$ cat config.mk
export PLATFORM = sky130hd
export DESIGN_NAME = axiLiteControl
export DESIGN_NICKNAME = d
export VERILOG_FILES = /design/src/hw/branchCorePkg.sv /design/src/hw/axiLiteControl.sv
export SDC_FILE = /design/constraint.sdc
export NUM_CORES = 1
export LEC_CHECK = 0
export ABC_AREA = 1
export CELL_PAD_IN_SITES_DETAIL_PLACEMENT = 1
export CELL_PAD_IN_SITES_GLOBAL_PLACEMENT = 1
export CORE_ASPECT_RATIO = 1.25
export CORE_MARGIN = 3
export CORE_UTILIZATION = 35
export DETAILED_ROUTE_END_ITERATION = 7
export DONT_BUFFER_PORTS = 1
export PLACE_DENSITY = 0.72
export SLEW_MARGIN = 20
export SYNTH_ARGS = -nofsm -noshare
export SYNTH_HDL_FRONTEND = slang
export SYNTH_SLANG_ARGS = --single-unit
$ cat constraint.sdc
create_clock -name Clock -period 3 [get_ports Clock]
set_clock_uncertainty 0.15 [all_clocks]
set_input_delay 0.15 -clock Clock [delete_from_list [all_inputs] [get_ports Clock]]
set_output_delay 0.15 -clock Clock [all_outputs]
set_load 0.005 [all_outputs]
$ cat src/hw/branchCorePkg.sv
`default_nettype none

package branchCorePkg;

    localparam int dataWidth   = 32;
    localparam int memWords    = 512;
    localparam int memAddrBits = 9;
    localparam int regCount    = 16;
    localparam int regAddrBits = 4;
    localparam int immBits     = 19;   // Signed constant C
    localparam int axiAddrBits = 12;

    localparam logic [axiAddrBits-1:0] ctrlAddr = 12'h800;  // W bit0 start, R bit0 run bit1 halt
    localparam logic [axiAddrBits-1:0] pcAddr   = 12'h804;
    localparam logic [axiAddrBits-1:0] regBase  = 12'h840;  // r0..r15 at 4-byte steps

    typedef enum logic [4:0] {
        opLdi    = 5'd1,
        opBranch = 5'd19,
        opNop    = 5'd26,
        opHalt   = 5'd27
    } opcode_t;

    typedef enum logic [1:0] {
        condZero,
        condNonzero,
        condPlus,      // Sign bit clear
        condMinus      // Sign bit set
    } cond_t;

    typedef struct packed {
        logic                   valid;
        logic [memAddrBits-1:0] pc;
        logic [dataWidth-1:0]   instr;
    } fetchToDecode_t;

    typedef struct packed {
        logic                   valid;
        opcode_t                opcode;
        logic [regAddrBits-1:0] ra;
        logic [memAddrBits-1:0] pc;
        logic [dataWidth-1:0]   base;     // rb value, zero for r0
        logic [dataWidth-1:0]   imm;      // Sign-extended C
        logic                   condMet;
    } decodeToExecute_t;

    typedef struct packed {
        logic                   valid;
        logic [regAddrBits-1:0] index;
        logic [dataWidth-1:0]   value;
    } writeback_t;

    typedef struct packed {
        logic                   valid;
        logic [memAddrBits-1:0] target;
    } redirect_t;

    typedef struct packed {
        logic                   valid;
        logic [memAddrBits-1:0] addr;
        logic [dataWidth-1:0]   data;
    } memWrite_t;

    typedef struct packed {
        logic                   awvalid;
        logic [axiAddrBits-1:0] awaddr;
        logic                   wvalid;
        logic [dataWidth-1:0]   wdata;
        logic [3:0]             wstrb;
        logic                   bready;
        logic                   arvalid;
        logic [axiAddrBits-1:0] araddr;
        logic                   rready;
    } axiLiteReq_t;

    typedef struct packed {
        logic                 awready;
        logic                 wready;
        logic                 bvalid;
        logic [1:0]           bresp;
        logic                 arready;
        logic                 rvalid;
        logic [dataWidth-1:0] rdata;
        logic [1:0]           rresp;
    } axiLiteRsp_t;

endpackage

`default_nettype wire

$ cat src/hw/axiLiteControl.sv
`timescale 1ns/1ns
`default_nettype none

module axiLiteControl import branchCorePkg::*; (
    input  logic                   Clock,
    input  logic                   reset,
    input  axiLiteReq_t            axiReq,
    output axiLiteRsp_t            axiRsp,
    output memWrite_t              memWrite,
    output logic                   startPulse,
    output logic                   running,
    input  logic                   haltSeen,
    input  logic [memAddrBits-1:0] pc,
    output logic [regAddrBits-1:0] regReadIndex,
    input  logic [dataWidth-1:0]   regReadData
);

    logic                 writeAccept;
    logic                 readAccept;
    logic                 bvalidReg;
    logic                 arreadyReg;
    logic                 rvalidReg;
    logic                 rvalidNext;
    logic [dataWidth-1:0] rdataReg;
    logic [dataWidth-1:0] readMux;
    logic                 halted;

    // Address and data taken together, one write in flight
    assign writeAccept = axiReq.awvalid && axiReq.wvalid && !bvalidReg;
    assign readAccept  = axiReq.arvalid && arreadyReg;

    assign memWrite = '{
        valid: writeAccept && (axiReq.awaddr < ctrlAddr),
        addr:  axiReq.awaddr[memAddrBits+1:2],   // Byte address to word
        data:  axiReq.wdata
    };

    assign startPulse = writeAccept && (axiReq.awaddr == ctrlAddr) && axiReq.wdata[0];

    always_ff @(posedge Clock) begin
        if (reset) begin
            bvalidReg <= 1'b0;
        end else if (writeAccept) begin
            bvalidReg <= 1'b1;
        end else if (axiReq.bready) begin
            bvalidReg <= 1'b0;
        end
    end

    always_ff @(posedge Clock) begin
        if (reset) begin
            running <= 1'b0;
            halted  <= 1'b0;
        end else if (startPulse) begin
            running <= 1'b1;
            halted  <= 1'b0;
        end else if (haltSeen) begin
            running <= 1'b0;
            halted  <= 1'b1;
        end
    end

    assign regReadIndex = axiReq.araddr[regAddrBits+1:2];

    always_comb begin
        readMux = '0;   // Unmapped reads give zero
        if (axiReq.araddr == ctrlAddr) begin
            readMux[1:0] = {halted, running};
        end else if (axiReq.araddr == pcAddr) begin
            readMux[memAddrBits-1:0] = pc;
        end else if (axiReq.araddr[axiAddrBits-1:6] == regBase[axiAddrBits-1:6]) begin
            readMux = regReadData;
        end
    end

    assign rvalidNext = readAccept ? 1'b1 : (rvalidReg && !axiReq.rready);

    always_ff @(posedge Clock) begin
        if (reset) begin
            rvalidReg  <= 1'b0;
            arreadyReg <= 1'b0;
        end else begin
            rvalidReg  <= rvalidNext;
            arreadyReg <= !rvalidNext;   // Reopen once the response is taken
        end
    end

    always_ff @(posedge Clock) begin
        if (readAccept) begin
            rdataReg <= readMux;         // Held until rready
        end
    end

    assign axiRsp = '{
        awready: writeAccept,
        wready:  writeAccept,
        bvalid:  bvalidReg,
        bresp:   2'b00,
        arready: arreadyReg,
        rvalid:  rvalidReg,
        rdata:   rdataReg,
        rresp:   2'b00
    };

endmodule

`default_nettype wire

==> impl_metrics.env, run 1 <==
export IMPL_critPathMaxStageDelay_ns=0.56
export IMPL_synth_distinct_cells=18
export IMPL_hold_viol_final=0
export IMPL_grt_util_all_layers=0.139
export IMPL_timing_rr_start="bvalidReg"
export IMPL_max_freq_mhz=560
export IMPL_post_dp_hpwl_mm=3.78
export IMPL_crit_fanout=4
export IMPL_hold_ws_ns=0.0214
export IMPL_drt_pass1_iter_count=4
export IMPL_rr_worst_depth=4
export IMPL_clockRootBuffer="clkbuf_8"
export IMPL_syn_avg_cell_area_um2=8.83
export IMPL_clock_sinks=37
export IMPL_port_buffers=0
export IMPL_finalSetupTns_ns=0
export IMPL_outcome="finished, final reports clean"
export IMPL_ir_drop_v=0.000140
export IMPL_combPwrFrac=0.088
export IMPL_grt_pass1_vias=1491
export IMPL_fp_dieArea_um2=7000
export IMPL_drv_cap=0
export IMPL_syn_to_final_growth_pct=8.77
export IMPL_switching_power_mw=0.208
export IMPL_finalCriticalPeriod_ns=1.79
export IMPL_cts_max_path_buffers=2
export IMPL_vias=1419
export IMPL_clk_pin_slew_ns=0.07
export IMPL_drc=0
export IMPL_routedWlPerCell_um=16.9
export IMPL_synth_edf_count=32
export IMPL_pwr_share_clk=0.324
export IMPL_diodes=0
export IMPL_seq_area_frac_synth=0.503
export IMPL_synth_top_area_frac=0.455
export IMPL_end_kind="flip-flop"
export IMPL_power_density_nw_per_um2=428
export IMPL_post_route_util=0.395
export IMPL_drt_iter0_drc=21
export IMPL_setup_viol=0
export IMPL_ant_nets=0
export IMPL_cts_setup_buffers=0
export IMPL_core_um2=5820
export IMPL_overflow=0
export IMPL_routed_wl_mm=5.15
export IMPL_grt_pass1_wl_mm=7.22
export IMPL_cts_hold_buffers_added=44
export IMPL_syn_area_um2=2110
export IMPL_crit_path_top_delay_cell="dlygate4sd3_1"
export IMPL_crit_type="flip-flop to flip-flop"
export IMPL_cp_start_kind="flip-flop"
export IMPL_setup_worst_path_start="bvalidReg"
export IMPL_nNetsFinal=346
export IMPL_critPathCapture="running"
export IMPL_internal_power_mw=0.775
export IMPL_p_sw_frac=0.211
export IMPL_cts_tree="yes"
export IMPL_std_cell_rows=31
export IMPL_cts_buffers=5
export IMPL_p_leak_nw=1.10
export IMPL_synth_seq_cells=37
export IMPL_synthCells=239
export IMPL_slew_violations=0
export IMPL_yosysMostFrequentCell="buf_4"
export IMPL_yosysTopAreaCell="edfxtp_1"
export IMPL_ys_top_cells_by_area="edfxtp_1 46%, buf_4 19%, inv_1 7.3%"
export IMPL_cts_resized=0
export IMPL_die_w_um=75.5
export IMPL_floorplan_initialDensity=0.363
export IMPL_place_congestion=0.715
export IMPL_synth_main_ff_cell="edfxtp_1"
export IMPL_async_reset_ff_frac=0
export IMPL_ys_warn_count=0
export IMPL_period_share=0.595
export IMPL_synth_common_cells="54 x buf_4, 41 x inv_1, 41 x nor2_1"
export IMPL_critPathArrivalTime_ns=1.86
export IMPL_pwr_share_seq=0.588
export IMPL_min_path_type="primary input to flip-flop"
export IMPL_insertion_delay_ns=0.28
export IMPL_die_h_um=92.8
export IMPL_grt_max_degree=31
export IMPL_antenna_found_initial=0
export IMPL_ios=198
export IMPL_rrSetupSlack_ns=1.21
export IMPL_drive_gt1_frac=0.0756
export IMPL_r2r_end="running"
export IMPL_worstPathCellList="nor2_1 -> nand3_1 -> a21oi_1 -> dlygate4sd3_1"
export IMPL_worstPathRequired_ns=3.07
export IMPL_rsz0062_at_grt="false"
export IMPL_cts_max_level=2
export IMPL_via_per_inst=4.67
-- stage by stage --
step | worst slack, ns | instance area [µm²] | cells | power, mW
finish | 1.21 | 2300 | 304 | 0.983
global route | 1.07 | 2300 | 304 | 1.03
detailed placement | 1.45 | 1770 | 252 | 0.637
CTS | 1.20 | 2300 | 304 | 0.999
floorplan | 1.46 | 2120 | 242 | 0.684
global placement | 1.49 | 1770 | 252 | 0.634
-- cells by family (layout without fill, tap and decap cells) --
group / Yosys count / in the layout / share of synthesized area
flip-flops: 37 / 37 / 0.503
AO/OA/AOI/OAI: 3 / 3 / 0.00711
buffers and inverters: 100 / 96 / 0.285
other: 1 / 4 / 0.00178
AND/OR/NAND/NOR: 98 / 98 / 0.204
-- final cells by class --
cell class	instances	area (µm²)
Tap cell	66	82.6
Inverter	43	161
Multi-Input combinational cell	105	460
Fill cell	677	3520
Clock buffer	6	72.6
Timing Repair Buffer	45	448
Sequential cell	37	1060
Clock inverter	2	10.0
-- sequential cells by signal, indices dropped and copies added, names as in the netlist --
| name | cells |
|---|---|
| rdataReg | 32 |
| arreadyReg | 1 |
| bvalidReg | 1 |
| halted | 1 |
| running | 1 |
| rvalidReg | 1 |
-- worst max-delay path, delay by kind of cell, from the launching register on --
family          cells  cell delay, ns
buf+inv             1            0.56
simple gates        2            0.52
compound gates      1            0.16
flops               1            0.34
-- cells in the final DEF, fill, tap and decap left out, types with 2 or more instances in the layout --
| master | n |
|---|---|
| a21oi_1 | 3 |
| clkbuf_8 | 5 |
| clkinv_2 | 2 |
| conb_1 | 4 |
| dfxtp_1 | 5 |
| dlygate4sd3_1 | 44 |
| edfxtp_1 | 32 |
| inv_1 | 41 |
| inv_2 | 2 |
| nand2_1 | 34 |
| nand3_1 | 13 |
| nand3_2 | 2 |
| nor2_1 | 41 |
| nor2_2 | 2 |
| nor2_4 | 2 |
-- routing by layer --
metal | wire length [µm] | GRT usage | up-vias
li1 | - | - | 664
met1 | 1500 | 0.117 | 629
met2 | 2800 | 0.263 | 97
met3 | 584 | 0.0456 | 29
met4 | 262 | 0.0831 | 0
met5 | 0 | 0 | -
-- power by group through the flow --
stage	clock (mW)	sequential (mW)	combinational [mW]
after floorplan	0	0.587	0.0964
after global routing	0.353	0.580	0.0969
after CTS	0.335	0.578	0.0858
after detailed placement	0	0.590	0.0471
final	0.319	0.578	0.0864
after global placement	0	0.589	0.0453
-- worst min-delay path by stage --
stage / start / to / slack [ns] / cells past startpoint
after floorplan: reset / bvalidReg / 0.07 / 1
after global placement: reset / bvalidReg / 0.07 / 1
after detailed placement: reset / running / 0.07 / 1
after CTS: regReadData[8] / rdataReg[8] / 0.02 / 4
after global routing: axiReq[13] / rdataReg[0] / 0.03 / 2
final: regReadData[8] / rdataReg[8] / 0.02 / 4
Note: power is estimated with default switching activity, not from simulation.
==> inputs of run 2 (changes only) <==
--- a/config.mk
+++ b/config.mk
@@ -5,7 +5,7 @@
 export SDC_FILE = /design/constraint.sdc
 export NUM_CORES = 1
 export LEC_CHECK = 0
-export ABC_AREA = 1
+export ABC_AREA = 0
 export CELL_PAD_IN_SITES_DETAIL_PLACEMENT = 1
 export CELL_PAD_IN_SITES_GLOBAL_PLACEMENT = 1
 export CORE_ASPECT_RATIO = 1.25
@@ -13,7 +13,7 @@
 export CORE_UTILIZATION = 35
 export DETAILED_ROUTE_END_ITERATION = 7
 export DONT_BUFFER_PORTS = 1
-export PLACE_DENSITY = 0.72
+export PLACE_DENSITY = 0.7
 export SLEW_MARGIN = 20
 export SYNTH_ARGS = -nofsm -noshare
 export SYNTH_HDL_FRONTEND = slang
==> constraint.sdc (replaced) <==
create_clock -name Clock -period 1.8 [get_ports Clock]
set_clock_uncertainty 0.15 [all_clocks]
set_input_delay 0.09 -clock Clock [delete_from_list [all_inputs] [get_ports Clock]]
set_output_delay 0.09 -clock Clock [all_outputs]
set_load 0.005 [all_outputs]
==> impl_metrics.env, run 2 <==
export IMPL_outcome="finished, final reports clean"
export IMPL_synth_top_area_frac=0.495
export IMPL_final_setup_worst_slack_ns=0.144
export IMPL_grt_util_all_layers=0.143
export IMPL_ios=198
export IMPL_async_reset_ff_frac=0
export IMPL_final_common_cell="dlygate4sd3_1"
export IMPL_dp_cells=170
export IMPL_top_register="rdataReg"
export IMPL_crit_path_top_delay_cell="dlygate4sd3_1"
export IMPL_place_ws_ns=0.267
export IMPL_synthCells=162
export IMPL_drt_iter0_drc=37
export IMPL_synth_distinct_cells=24
export IMPL_die_w_um=72.6
export IMPL_crit_fanout=7
export IMPL_floorplan_initialDensity=0.371
export IMPL_core_um2=5230
export IMPL_critPathArrivalTime_ns=1.65
export IMPL_syn_area_um2=1940
export IMPL_cp_start_kind="primary input"
export IMPL_largest_reg_flops=32
export IMPL_period_share=0.920
export IMPL_cts_buffers=5
export IMPL_fin_cells=222
export IMPL_drive_gt1_frac=0.101
export IMPL_critical_path_top_delay_family="simple AND/OR/NAND/NOR gates"
export IMPL_setup_viol=0
export IMPL_post_dp_hpwl_mm=3.53
export IMPL_multiInputGateArea_um2=452
export IMPL_synth_seq_cells=37
export IMPL_insertion_delay_ns=0.27
export IMPL_finalSetupTns_ns=0
export IMPL_cts_max_level=2
export IMPL_critPathMaxStageDelay_ns=0.55
export IMPL_drv_cap=0
export IMPL_drc=0
export IMPL_cts_tree="yes"
export IMPL_power_density_nw_per_um2=753
export IMPL_clk_pin_slew_ns=0.07
export IMPL_ys_top_cells_by_area="edfxtp_1 50%, buf_4 21%, and2_1 8.1%"
export IMPL_min_path_type="primary input to flip-flop"
export IMPL_routedWlPerCell_um=22.0
export IMPL_syn_avg_cell_area_um2=12.0
export IMPL_p_total_mw=1.61
export IMPL_seq_area_um2=1060
export IMPL_drt_pass1_iter_count=4
export IMPL_overflow=0
export IMPL_finalCriticalPeriod_ns=1.66
export IMPL_seq_area_frac_synth=0.547
export IMPL_synth_common_cells="55 x buf_4, 32 x edfxtp_1, 25 x and2_1"
export IMPL_end_kind="flip-flop"
export IMPL_cts_setup_buffers=0
export IMPL_p_leak_nw=0.857
export IMPL_std_cell_rows=29
export IMPL_synth_edf_count=32
export IMPL_routed_wl_mm=4.89
export IMPL_yosysMostFrequentCell="buf_4"
export IMPL_ys_warn_count=0
export IMPL_max_freq_mhz=604
export IMPL_cts_max_path_buffers=2
export IMPL_via_per_inst=4.99
export IMPL_grt_pass1_wl_mm=6.76
export IMPL_clock_sinks=37
export IMPL_worstPathRequired_ns=1.79
export IMPL_critical_path_buf_inv_count=1
export IMPL_antenna_found_initial=2
export IMPL_ant_nets=0
export IMPL_slew_violations=0
export IMPL_nNetsFinal=267
export IMPL_worstPathCellList="nor4_2 -> and4_2 -> and2_2 -> a22o_1 -> dlygate4sd3_1"
export IMPL_clockRootBuffer="clkbuf_8"
export IMPL_ir_drop_v=0.000291
export IMPL_hold_viol_final=0
export IMPL_n_fill_cell=543
export IMPL_rsz0062_at_grt="false"
export IMPL_yosysTopAreaCell="edfxtp_1"
export IMPL_fp_dieArea_um2=6480
export IMPL_die_h_um=89.2
export IMPL_syn_to_final_growth_pct=10.4
export IMPL_port_buffers=0
export IMPL_crit_type="primary input to flip-flop"
export IMPL_mostFrequentLayoutCells="43 x dlygate4sd3_1, 32 x edfxtp_1, 24 x and2_1"
export IMPL_hold_ws_ns=0.00734
export IMPL_place_congestion=0.657
export IMPL_synth_main_ff_cell="edfxtp_1"
export IMPL_grt_max_degree=33
export IMPL_grt_pass1_vias=1246
export IMPL_vias=1107
## run 2: worst paths after layout
path / from / endpoint / slack (ns) / cells after the start
worst max-delay path: axiReq[8] / rdataReg[6] / 0.14 / 5
worst min-delay path: regReadData[0] / rdataReg[0] / 0.007 / 2
worst max register to register: bvalidReg / bvalidReg / 0.36 / 3
worst min register to register: halted / halted / 0.37 / 2
## run 2: kinds of logic after synthesis
logic type | Yosys count | synth area share
compound gates | 14 | 0.0548
flops | 37 | 0.547
buf+inv | 61 | 0.227
simple gates | 49 | 0.169
other cells | 1 | 0.00193
## run 2: report_power, final
part           leakage [nW]  internal (mW)  total, mW  switching, mW
Clock                0.0450          0.268      0.529          0.261
Combinational         0.436         0.0730      0.119         0.0463
Sequential            0.376          0.951      0.964         0.0130
## run 2: through the flow
step	utilization	cell area, µm²
after detailed placement	0.311	1620
after floorplan	-	1950
final	0.410	2140
after CTS	0.409	2140
after global placement	0.311	1620
after global routing	0.409	2140
## run 2: routing by layer
metal | up-vias | part of all wire | GRT usage | wire [µm]
met5 | - | 0.0027 | 0 | 13
met4 | 2 | 0.032 | 0.0839 | 156
met3 | 28 | 0.17 | 0.103 | 814
met2 | 111 | 0.49 | 0.248 | 2420
met1 | 482 | 0.30 | 0.116 | 1490
li1 | 484 | - | - | -
## run 2: cell type report
cell class / instances / area share
clock buffer: 6 / 0.0339
timing repair buffer: 45 / 0.214
tap: 62 / 0.0362
sequential: 37 / 0.496
multi-input combinational: 67 / 0.211
antenna: 1 / 0.00117
inverter: 2 / 0.00351
clock inverter: 2 / 0.00468
## run 2: worst register-to-register path: cells and delay by family (launching register included)
kind	cells	cell delay, ns
flops	1	0.38
buf+inv	1	0.55
compound gates	1	0.07
simple gates	1	0.18
## run 2: repair_timing
action / in CTS / in global routing
endpoints found under the hold margin: 37 / 0
endpoints found under the setup margin: 0 / 7
hold buffers: 43 / 0
resized for setup: 0 / 2
