--- config.mk ---
export PLATFORM = sky130hd
export DESIGN_NAME = executeStage
export DESIGN_NICKNAME = d
export VERILOG_FILES = /design/src/hw/branchCorePkg.sv /design/src/hw/executeStage.sv
export SDC_FILE = /design/constraint.sdc
export NUM_CORES = 1
export LEC_CHECK = 0
export BUFFER_PORTS_ARGS = -buffer_cell sky130_fd_sc_hd__buf_2
export CELL_PAD_IN_SITES_DETAIL_PLACEMENT = 0
export CELL_PAD_IN_SITES_GLOBAL_PLACEMENT = 1
export CORE_UTILIZATION = 32
export DETAILED_ROUTE_END_ITERATION = 10
export PLACE_DENSITY_LB_ADDON = 0.1
export SLEW_MARGIN = 25
export SYNTH_ARGS = -nofsm -noshare
export SYNTH_HDL_FRONTEND = slang
export SYNTH_SLANG_ARGS = --single-unit
--- constraint.sdc ---
create_clock -name vclk -period 2.4
set_clock_uncertainty 0.2 [all_clocks]
set_input_delay 0.12 -clock vclk [all_inputs]
set_output_delay 0.12 -clock vclk [all_outputs]
set_load 0.1 [all_outputs]
--- src/hw/branchCorePkg.sv ---
`default_nettype none

package branchCorePkg;

    localparam int dataWidth   = 32;
    localparam int memWords    = 512;
    localparam int memAddrBits = 9;
    localparam int regCount    = 16;
    localparam int regAddrBits = 4;
    localparam int immBits     = 19;   // Signed constant C
    localparam int axiAddrBits = 12;

    localparam logic [axiAddrBits-1:0] ctrlAddr = 12'h800;  // W bit0 start, R bit0 run bit1 halt
    localparam logic [axiAddrBits-1:0] pcAddr   = 12'h804;
    localparam logic [axiAddrBits-1:0] regBase  = 12'h840;  // r0..r15 at 4-byte steps

    typedef enum logic [4:0] {
        opLdi    = 5'd1,
        opBranch = 5'd19,
        opNop    = 5'd26,
        opHalt   = 5'd27
    } opcode_t;

    typedef enum logic [1:0] {
        condZero,
        condNonzero,
        condPlus,      // Sign bit clear
        condMinus      // Sign bit set
    } cond_t;

    typedef struct packed {
        logic                   valid;
        logic [memAddrBits-1:0] pc;
        logic [dataWidth-1:0]   instr;
    } fetchToDecode_t;

    typedef struct packed {
        logic                   valid;
        opcode_t                opcode;
        logic [regAddrBits-1:0] ra;
        logic [memAddrBits-1:0] pc;
        logic [dataWidth-1:0]   base;     // rb value, zero for r0
        logic [dataWidth-1:0]   imm;      // Sign-extended C
        logic                   condMet;
    } decodeToExecute_t;

    typedef struct packed {
        logic                   valid;
        logic [regAddrBits-1:0] index;
        logic [dataWidth-1:0]   value;
    } writeback_t;

    typedef struct packed {
        logic                   valid;
        logic [memAddrBits-1:0] target;
    } redirect_t;

    typedef struct packed {
        logic                   valid;
        logic [memAddrBits-1:0] addr;
        logic [dataWidth-1:0]   data;
    } memWrite_t;

    typedef struct packed {
        logic                   awvalid;
        logic [axiAddrBits-1:0] awaddr;
        logic                   wvalid;
        logic [dataWidth-1:0]   wdata;
        logic [3:0]             wstrb;
        logic                   bready;
        logic                   arvalid;
        logic [axiAddrBits-1:0] araddr;
        logic                   rready;
    } axiLiteReq_t;

    typedef struct packed {
        logic                 awready;
        logic                 wready;
        logic                 bvalid;
        logic [1:0]           bresp;
        logic                 arready;
        logic                 rvalid;
        logic [dataWidth-1:0] rdata;
        logic [1:0]           rresp;
    } axiLiteRsp_t;

endpackage

`default_nettype wire

--- src/hw/executeStage.sv ---
`timescale 1ns/1ns
`default_nettype none

module executeStage import branchCorePkg::*; (
    input  logic             Clock,
    input  logic             reset,
    input  decodeToExecute_t decodeIn,
    output writeback_t       writeback,
    output redirect_t        redirect,
    output logic             haltSeen
);

    logic                   live;
    logic                   isLdi;
    logic                   isTaken;
    logic [dataWidth-1:0]   ldiResult;
    logic [memAddrBits-1:0] branchTarget;

    // Fetch and decode already drop the items behind a redirect
    assign live = decodeIn.valid;

    assign isLdi    = live && (decodeIn.opcode == opLdi);
    assign isTaken  = live && (decodeIn.opcode == opBranch) && decodeIn.condMet;
    assign haltSeen = live && (decodeIn.opcode == opHalt);

    assign ldiResult    = decodeIn.base + decodeIn.imm;
    assign branchTarget = decodeIn.pc + memAddrBits'(1) + decodeIn.imm[memAddrBits-1:0];

    assign writeback = '{valid: isLdi, index: decodeIn.ra, value: ldiResult};

    // Halt points fetch back at itself so the PC parks on the halt
    assign redirect = '{
        valid:  isTaken || haltSeen,
        target: haltSeen ? decodeIn.pc : branchTarget
    };

endmodule

`default_nettype wire

==> out/results.tsv, run 1 <==
stage	metric	value	unit
worst_setup_path	Worst Setup SP	decodeIn[1]	
clock_network	hold_buf cts	0	
pwr	Power Total	3.03	mW
pwr	Pwr Density	575	nW/um^2
sta	unrepaired setup endpoints after global routing	true	
route	Pre-antenna DRT Iters	4	
worst_setup_path	CP arrival	2.28	ns
layout	fin area	5260	um^2
synthesis	Cells after Synth	361	
layout	final cell count without fillers	654	
min_path	min-delay src	decodeIn[76]	
route	# DRC	0	
layout	final core utilization	71.4	%
floorplanning	starting density of the core	33.8	%
floorplanning	core footprint	7370	um^2
synthesis	Synth area leaders	ha_1 20%, a21oi_1 8.5%, xnor2_1 6.3%	
layout	Syn-to-layout area delta	112	%
grt	initial antenna violation count	0	
synthesis	count of different cell masters after synthesis	57	
grt	first-pass GRT wire length	15600	um
placement	gpl congestion	0.869	
sta	Tightest Pin Transition	0.489	ns
route	vias	3480	
sta	final period utilization	108	%
route	drt first-iter violations	89	
outcome	failing checks	setup timing	
min_path	worst hold path class	input port to primary output	
min_path	sink of the worst hold path	writeback[34]	
pwr	worst vdd ir	0.000487	V
route	routed len/inst	14.7	um
sta	max-slew violations	0	
route	Detail Route Antenna Nets	0	
synthesis	Synth warnings	0	
outcome	outcome	finished, violations left	
floorplanning	die height	90.2	um
placement	HPWL after DPL	8360	um
sta	worst hold margin	0.0400	ns
flow_run	Max Cap Viol	0	
synthesis	Synth Cell Area	2490	um^2
route	DR vias/cell	5.32	
worst_setup_path	Crit Path Class	input port to primary output	
worst_setup_path	CP Launch Type	input port	
synthesis	Post-Syn Nets	488	
synthesis	syn_area_per_cell	6.89	um^2
floorplanning	Die ar.	8130	um^2
worst_setup_path	Critical Path RT	2.08	ns
floorplanning	row count	31	
synthesis	Synth area leader	ha_1	
pwr	Lkg Pwr	2.36	nW
placement	Placed Cells incl. Taps	642	
sta	Final Hold Viols	0	
route	final WL	9610	um
sta	final setup margin	-0.199	ns
grt	vias in the first global route	3449	
placement	I/O Buffers	124	
grt	GRT Util Overall	22.7	%
layout	final net count	684	
min_path	Hold Crit Depth	0	
layout	layout cell share with drive strength beyond 1	58.0	%
sta	TNS Setup	-0.874	ns
floorplanning	Ports	134	
grt	pin count of the biggest net entering global routing	10	
layout	register area	0	um^2
floorplanning	Die X	90.2	um
grt	global route overflow	0	
layout	clock buffer count	0	
sta	Worst slew margin	67.6	%
sta	fmax	385	MHz
layout	FFs & Latches	0	
worst_setup_path	crit end category	primary output	
sta	Setup Viol. Count Final	11	
layout	# diodes	0	
sta	Tmin final	2.60	ns
layout	fillers	605	
worst_setup_path	crit-path max FO	3	
placement	Setup WS pre-CTS	-0.236	ns
synthesis	Synth top area share	19.6	%
placement	dpl cell area	4910	um^2
synthesis	register area share after synthesis	0	%
[routing by layer]
layer	wire length, um	GRT usage (%)
met3	374	1.35
met1	4050	28.3
met4	113	1.88
met5	0	0
met2	5070	43.8
[kinds of logic after synthesis]
| group | Yosys count | synth area share, % |
|---|---|---|
| compound gates | 144 | 40.3 |
| simple gates | 109 | 21.1 |
| fa+ha+maj | 41 | 21.2 |
| buf+inv | 39 | 7.39 |
| xor+xnor | 27 | 9.51 |
| mux | 1 | 0.402 |
[worst max-delay path by stage]
stage                                to  slack (ns)
after floorplan           writeback[20]       -0.51
after global placement    writeback[30]       -0.21
after detailed placement  writeback[30]       -0.24
after CTS                 writeback[20]       -0.13
after global routing      writeback[18]       -0.28
final                     writeback[18]       -0.20
[report_power, final]
part	switching, mW	total (mW)	internal, mW
clock	0	0	0
sequential	0	0	0
combinational	1.83	3.03	1.20
total	1.83	3.03	1.20
[critical path: stages]
cell and delay, ns:
buf_8 0.10, ha_4 0.16, fa_2 0.35, a211oi_2 0.22
o211ai_1 0.19, buf_4 0.20, a21boi_4 0.16, o21bai_4 0.10
a211oi_4 0.33, xnor2_4 0.16, buf_12 0.19
[final cells by class]
cell class	instances	area (um^2)	share of cell area, %
multi-input combinational	322	3190	60.7
timing repair buffer	214	1870	35.6
tap	99	124	2.35
inverter	19	73.8	1.40
[timing repair]
item                                    4_1_cts  5_1_grt
resized for setup                            23       34
buffers inserted                              6        8
endpoints found under the setup margin       19       22
pin swaps                                    28       27
[Yosys cell counts, types with 4 or more instances]
| cell type | count |
|---|---|
| o211a_1 | 4 |
| ha_1 | 39 |
| inv_1 | 19 |
| a21o_1 | 10 |
| xnor2_1 | 18 |
| clkbuf_1 | 7 |
| nor3_1 | 6 |
| o31ai_1 | 5 |
| o21bai_1 | 5 |
| nor2_1 | 24 |
| o21a_1 | 12 |
| a211oi_1 | 6 |
| a21oi_1 | 42 |
| buf_2 | 5 |
| a31oi_1 | 4 |
| and3_1 | 4 |
| o211ai_1 | 10 |
| xor2_1 | 9 |
| nand3_1 | 7 |
| o21ai_0 | 19 |
| or4_1 | 4 |
| nand4_1 | 10 |
| buf_4 | 6 |
| nand2_1 | 38 |
[layout by cell type (no fill, tap or decap), types with 4 or more instances in the layout]
cell type	synthesis	layout
nand2_1	38	35
a21o_1	10	10
buf_12	0	35
o21bai_1	5	4
ha_1	39	14
buf_2	5	86
xnor2_4	0	8
a21oi_1	42	27
buf_6	1	5
and3_1	4	4
xnor2_2	0	8
a211oi_4	0	4
nor2_1	24	21
ha_2	0	7
o211ai_1	10	10
o21a_1	12	12
o211a_1	4	4
ha_4	0	18
nor3_1	6	4
o31ai_4	1	4
xor2_4	0	5
nand3_1	7	6
a21oi_2	2	12
buf_4	6	86
o21ai_2	2	6
a21oi_4	0	5
a31oi_1	4	4
o21ai_0	19	14
nand4_1	10	10
inv_1	19	17
No activity file was read; power rests on OpenSTA's default activity.
==> run 2: changes to the inputs <==
- CORE_MARGIN: default -> 4
- clock period: 2.4 -> 2.6 ns (I/O delays scaled with it)
==> run 2 against run 1 <==
The run still ends with setup timing left. Wire length is 6.9% lower. Power decreased by 17%. First-iteration DRC count is 2.2% higher. Sequential share of layout area is the same. Die area rose by 14%. Cell area down 14%. Critical endpoint is now writeback[20].
==> out/results.tsv, run 2 (synthesized netlist as in run 1, its figures left out) <==
stage	metric	value	unit
outcome	outcome	finished, violations left	
outcome	failing checks	setup timing	
worst_setup_path	crit end category	primary output	
sta	max-slew violations	0	
floorplanning	Die X	96.2	um
sta	TNS Setup	-0.0619	ns
flow_run	Max Cap Viol	0	
sta	Tmin final	2.66	ns
route	DR vias/cell	5.37	
floorplanning	die height	96.2	um
floorplanning	row count	31	
floorplanning	core footprint	7410	um^2
min_path	min-delay src	decodeIn[75]	
pwr	worst vdd ir	0.000391	V
layout	fillers	669	
sta	Worst slew margin	66.3	%
grt	pin count of the biggest net entering global routing	13	
route	drt first-iter violations	91	
placement	I/O Buffers	124	
layout	most frequent cells in the layout	93 x buf_2, 41 x buf_4, 37 x nand2_1	
grt	initial antenna violation count	1	
worst_setup_path	CP endpoint	writeback[20]	
layout	register area	0	um^2
floorplanning	Ports	134	
grt	global route overflow	0	
route	routed len/inst	14.8	um
route	met2 WL	4360	um
clock_network	hold_buf cts	0	
layout	final cell count without fillers	606	
worst_setup_path	crit-path max FO	4	
placement	HPWL after DPL	7860	um
worst_setup_path	CP Launch Type	input port	
worst_setup_path	Crit Path Class	input port to primary output	
worst_setup_path	CP arrival	2.33	ns
route	Met3 Routed Length	654	um
worst_setup_path	Critical Path RT	2.27	ns
floorplanning	starting density of the core	33.6	%
sta	fmax	376	MHz
worst_setup_path	Worst Setup SP	decodeIn[1]	
sta	final period utilization	102	%
sta	Tightest Pin Transition	0.505	ns
layout	# diodes	0	
min_path	Hold Crit Depth	0	
placement	Placed Cells incl. Taps	603	
placement	gpl congestion	0.865	
sta	final setup margin	-0.0619	ns
route	final WL	8940	um
sta	unrepaired setup endpoints after global routing	true	
route	routed metal-1 wirelength	3760	um
layout	layout cell share with drive strength beyond 1	48.1	%
layout	clock buffer count	0	
route	Pre-antenna DRT Iters	4	
grt	first-pass GRT wire length	14400	um
layout	FFs & Latches	0	
route	Detail Route Antenna Nets	0	
route	vias	3256	
min_path	worst hold path class	input port to primary output	
sta	Final Hold Viols	0	
layout	final net count	636	
floorplanning	Die ar.	9250	um^2
sta	Setup Viol. Count Final	1	
route	max layer used	met5	
layout	Syn-to-layout area delta	81.2	%
pwr	Pwr Density	559	nW/um^2
route	# DRC	0	
grt	vias in the first global route	3281	
grt	GRT Util Overall	18.9	%
layout	commonest non-fill, non-tap cell in the layout	buf_2	
pwr	Lkg Pwr	2.04	nW
[run 2: cell count changes in the layout (fill, tap and decap cells not counted), sizes merged]
cell	delta
buf	-47
clkbuf	-1
[run 2: final cells by class]
type / instances / area [um^2] / area share (%)
multi-input combinational: 322 / 2930 / 64.9
timing repair buffer: 166 / 1390 / 30.8
tap: 99 / 124 / 2.75
inverter: 19 / 71.3 / 1.58
[run 2: worst min path at each step]
stage                               end  slack (ns)
after CTS                 writeback[35]        0.06
final                     writeback[33]        0.06
after global routing      writeback[34]        0.06
after detailed placement  writeback[35]        0.06
after floorplan           writeback[32]        0.27
after global placement    writeback[35]        0.06
[run 2: critical path, stage by stage]
cell and delay [ns]:
buf_6 0.10, ha_4 0.15, fa_2 0.34, a211oi_2 0.21
o211ai_1 0.20, a21oi_2 0.28, o31a_1 0.24, o21ai_4 0.10
o311ai_4 0.35, buf_12 0.22
[run 2: per-layer routing]
layer | GRT usage, % | vias up
met4 | 2.37 | 2
met1 | 22.9 | 1476
met5 | 0 | -
li1 | - | 1646
met2 | 35.3 | 119
met3 | 3.36 | 13
[run 2: power breakdown]
part | total (mW) | internal [mW] | switching, mW
clock | 0 | 0 | 0
combinational | 2.52 | 0.912 | 1.61
sequential | 0 | 0 | 0
[run 2: through the flow]
stage	setup slack (ns)	area [um^2]	hold slack, ns	util [%]	power [mW]
after floorplan	-0.295	3060	0.272	-	1.75
after global placement	-0.0709	4390	0.0607	59.2	2.47
after detailed placement	-0.0878	4390	0.0607	59.2	2.48
after CTS	-0.0285	4430	0.0607	59.8	2.50
after global routing	-0.183	4510	0.0602	60.9	2.64
final	-0.0619	4510	0.0600	60.9	2.52
[run 2: what timing repair did]
| item | 4_1_cts | 5_1_grt |
|---|---|---|
| cloned | 0 | 0 |
| resized for setup | 5 | 15 |
| buffers inserted | 2 | 3 |
| endpoints found under the setup margin | 5 | 11 |
| pin swaps | 8 | 11 |
==> run 3: changes to the inputs <==
--- a/config.mk
+++ b/config.mk
@@ -10,6 +10,7 @@
 export CELL_PAD_IN_SITES_GLOBAL_PLACEMENT = 1
 export CORE_MARGIN = 4
-export CORE_UTILIZATION = 32
+export CORE_UTILIZATION = 34
 export DETAILED_ROUTE_END_ITERATION = 10
+export GPL_ROUTABILITY_DRIVEN = 0
 export PLACE_DENSITY_LB_ADDON = 0.1
 export SLEW_MARGIN = 25
==> constraint.sdc (replaced) <==
create_clock -name vclk -period 3.3
set_clock_uncertainty 0.2 [all_clocks]
set_input_delay 0.165 -clock vclk [all_inputs]
set_output_delay 0.165 -clock vclk [all_outputs]
set_load 0.05 [all_outputs]
==> run 3 against run 2 <==
The flow now finishes without violations. Die area is 5.4% lower. Combinational power is 59% lower. Cell count fell by 7.3%. Wire length down 9.7%. Global-route usage fell by 2.2 points. Power down 59%. Count of clock-buffer cells in the layout is the same. First-iteration DRC count up 60%. Via count fell by 8.4%. Worst setup slack improved by 0.26 ns.
==> out/results.tsv, run 3 (synthesized netlist as in run 1, its figures left out) <==
stage	metric	value	unit
outcome	outcome	completed	
route	met2 WL	3440	um
worst_setup_path	CP arrival	2.74	ns
pwr	Power Total	1.03	mW
layout	fillers	756	
worst_setup_path	CP Launch Type	input port	
worst_setup_path	Crit Path Class	input port to primary output	
layout	final net count	595	
flow_run	Max Cap Viol	0	
route	routed len/inst	14.4	um
layout	Syn-to-layout area delta	25.8	%
grt	first-pass GRT wire length	12500	um
layout	layout cell share with drive strength beyond 1	29.4	%
route	Pre-antenna DRT Iters	4	
placement	I/O Buffers	124	
worst_setup_path	Critical Path RT	2.93	ns
floorplanning	Die ar.	8750	um^2
pwr	Pwr Density	330	nW/um^2
sta	Tmin final	3.10	ns
pwr	Lkg Pwr	1.55	nW
grt	initial antenna violation count	0	
route	routed metal-1 wirelength	4020	um
sta	max-slew violations	0	
grt	GRT Util Overall	16.8	%
route	max layer used	met4	
sta	Final Hold Viols	0	
sta	Setup Viol. Count Final	0	
grt	global route overflow	0	
grt	vias in the first global route	2683	
sta	unrepaired setup endpoints after global routing	false	
sta	TNS Setup	0	ns
clock_network	number of setup buffers added after CTS	0	
grt	pin count of the biggest net entering global routing	13	
route	# DRC	0	
pwr	worst vdd ir	0.000159	V
floorplanning	die height	93.5	um
floorplanning	Ports	134	
route	Detail Route Antenna Nets	0	
sta	final period utilization	94.0	%
min_path	sink of the worst hold path	writeback[32]	
floorplanning	row count	30	
sta	final setup margin	0.196	ns
clock_network	Resized cells post-CTS	0	
floorplanning	starting density of the core	35.8	%
sta	fmax	322	MHz
placement	HPWL after DPL	7040	um
floorplanning	Die X	93.5	um
route	vias	2983	
sta	Worst slew margin	63.8	%
layout	# diodes	0	
worst_setup_path	crit end category	primary output	
layout	most frequent cells in the layout	124 x buf_2, 42 x a21oi_1, 39 x ha_1	
clock_network	hold_buf cts	0	
layout	clock buffer count	0	
layout	FFs & Latches	0	
sta	Tightest Pin Transition	0.538	ns
min_path	Hold Crit Depth	0	
route	DR vias/cell	5.31	
min_path	worst hold path class	input port to primary output	
worst_setup_path	crit-path max FO	4	
layout	commonest non-fill, non-tap cell in the layout	buf_2	
floorplanning	core footprint	6940	um^2
route	final WL	8070	um
sta	worst hold margin	0.130	ns
layout	register area	0	um^2
route	Met3 Routed Length	524	um
placement	Setup WS pre-CTS	0.265	ns
min_path	min-delay src	decodeIn[74]	
route	drt first-iter violations	146	
-- run 3: cell count changes in the layout (fill, tap and decap cells not counted), sizes merged --
cell,delta
buf,-41
-- run 3: final cells by class --
| type | instances | area, um^2 | share of cell area (%) |
|---|---|---|---|
| Tap cell | 96 | 120 | 3.84 |
| Multi-Input combinational cell | 322 | 2310 | 73.8 |
| Inverter | 19 | 71.3 | 2.28 |
| Timing Repair Buffer | 125 | 628 | 20.1 |
-- run 3: report_power, final --
part / total [mW] / switching (mW) / internal, mW / leakage [nW]
Clock: 0 / 0 / 0 / 0
Combinational: 1.03 / 0.724 / 0.309 / 1.55
Sequential: 0 / 0 / 0 / 0
Total: 1.03 / 0.724 / 0.309 / 1.55
-- run 3: critical path, stage by stage --
cell	delay [ns]
buf_2	0.11
ha_1	0.24
fa_1	0.44
a211oi_1	0.33
o211ai_1	0.20
a21oi_1	0.20
buf_4	0.17
o31a_1	0.17
o21ai_1	0.15
o311ai_2	0.26
buf_2	0.30
-- run 3: how the worst max path moves through the flow --
stage	startpoint	endpoint	slack, ns	cells after the start
floorplan	decodeIn[21]	writeback[27]	0.27	7
global placement	decodeIn[1]	writeback[20]	0.33	11
detailed placement	decodeIn[1]	writeback[20]	0.27	11
CTS	decodeIn[1]	writeback[20]	0.26	11
global route	decodeIn[1]	writeback[20]	0.03	11
finish	decodeIn[1]	writeback[20]	0.20	11
-- run 3: per-stage QoR --
stage | instance area (um^2) | util (%) | std cells
after floorplan | 2490 | - | 361
after global placement | 3130 | 45.0 | 562
after detailed placement | 3130 | 45.0 | 562
after CTS | 3130 | 45.0 | 562
after global routing | 3130 | 45.0 | 562
final | 3130 | 45.0 | 562
-- run 3: routing by layer --
layer  vias up  track usage (%)
li1       1567                -
met1      1301             24.8
met2       106             27.0
met3         9             1.69
met4         0             1.32
met5         -                0
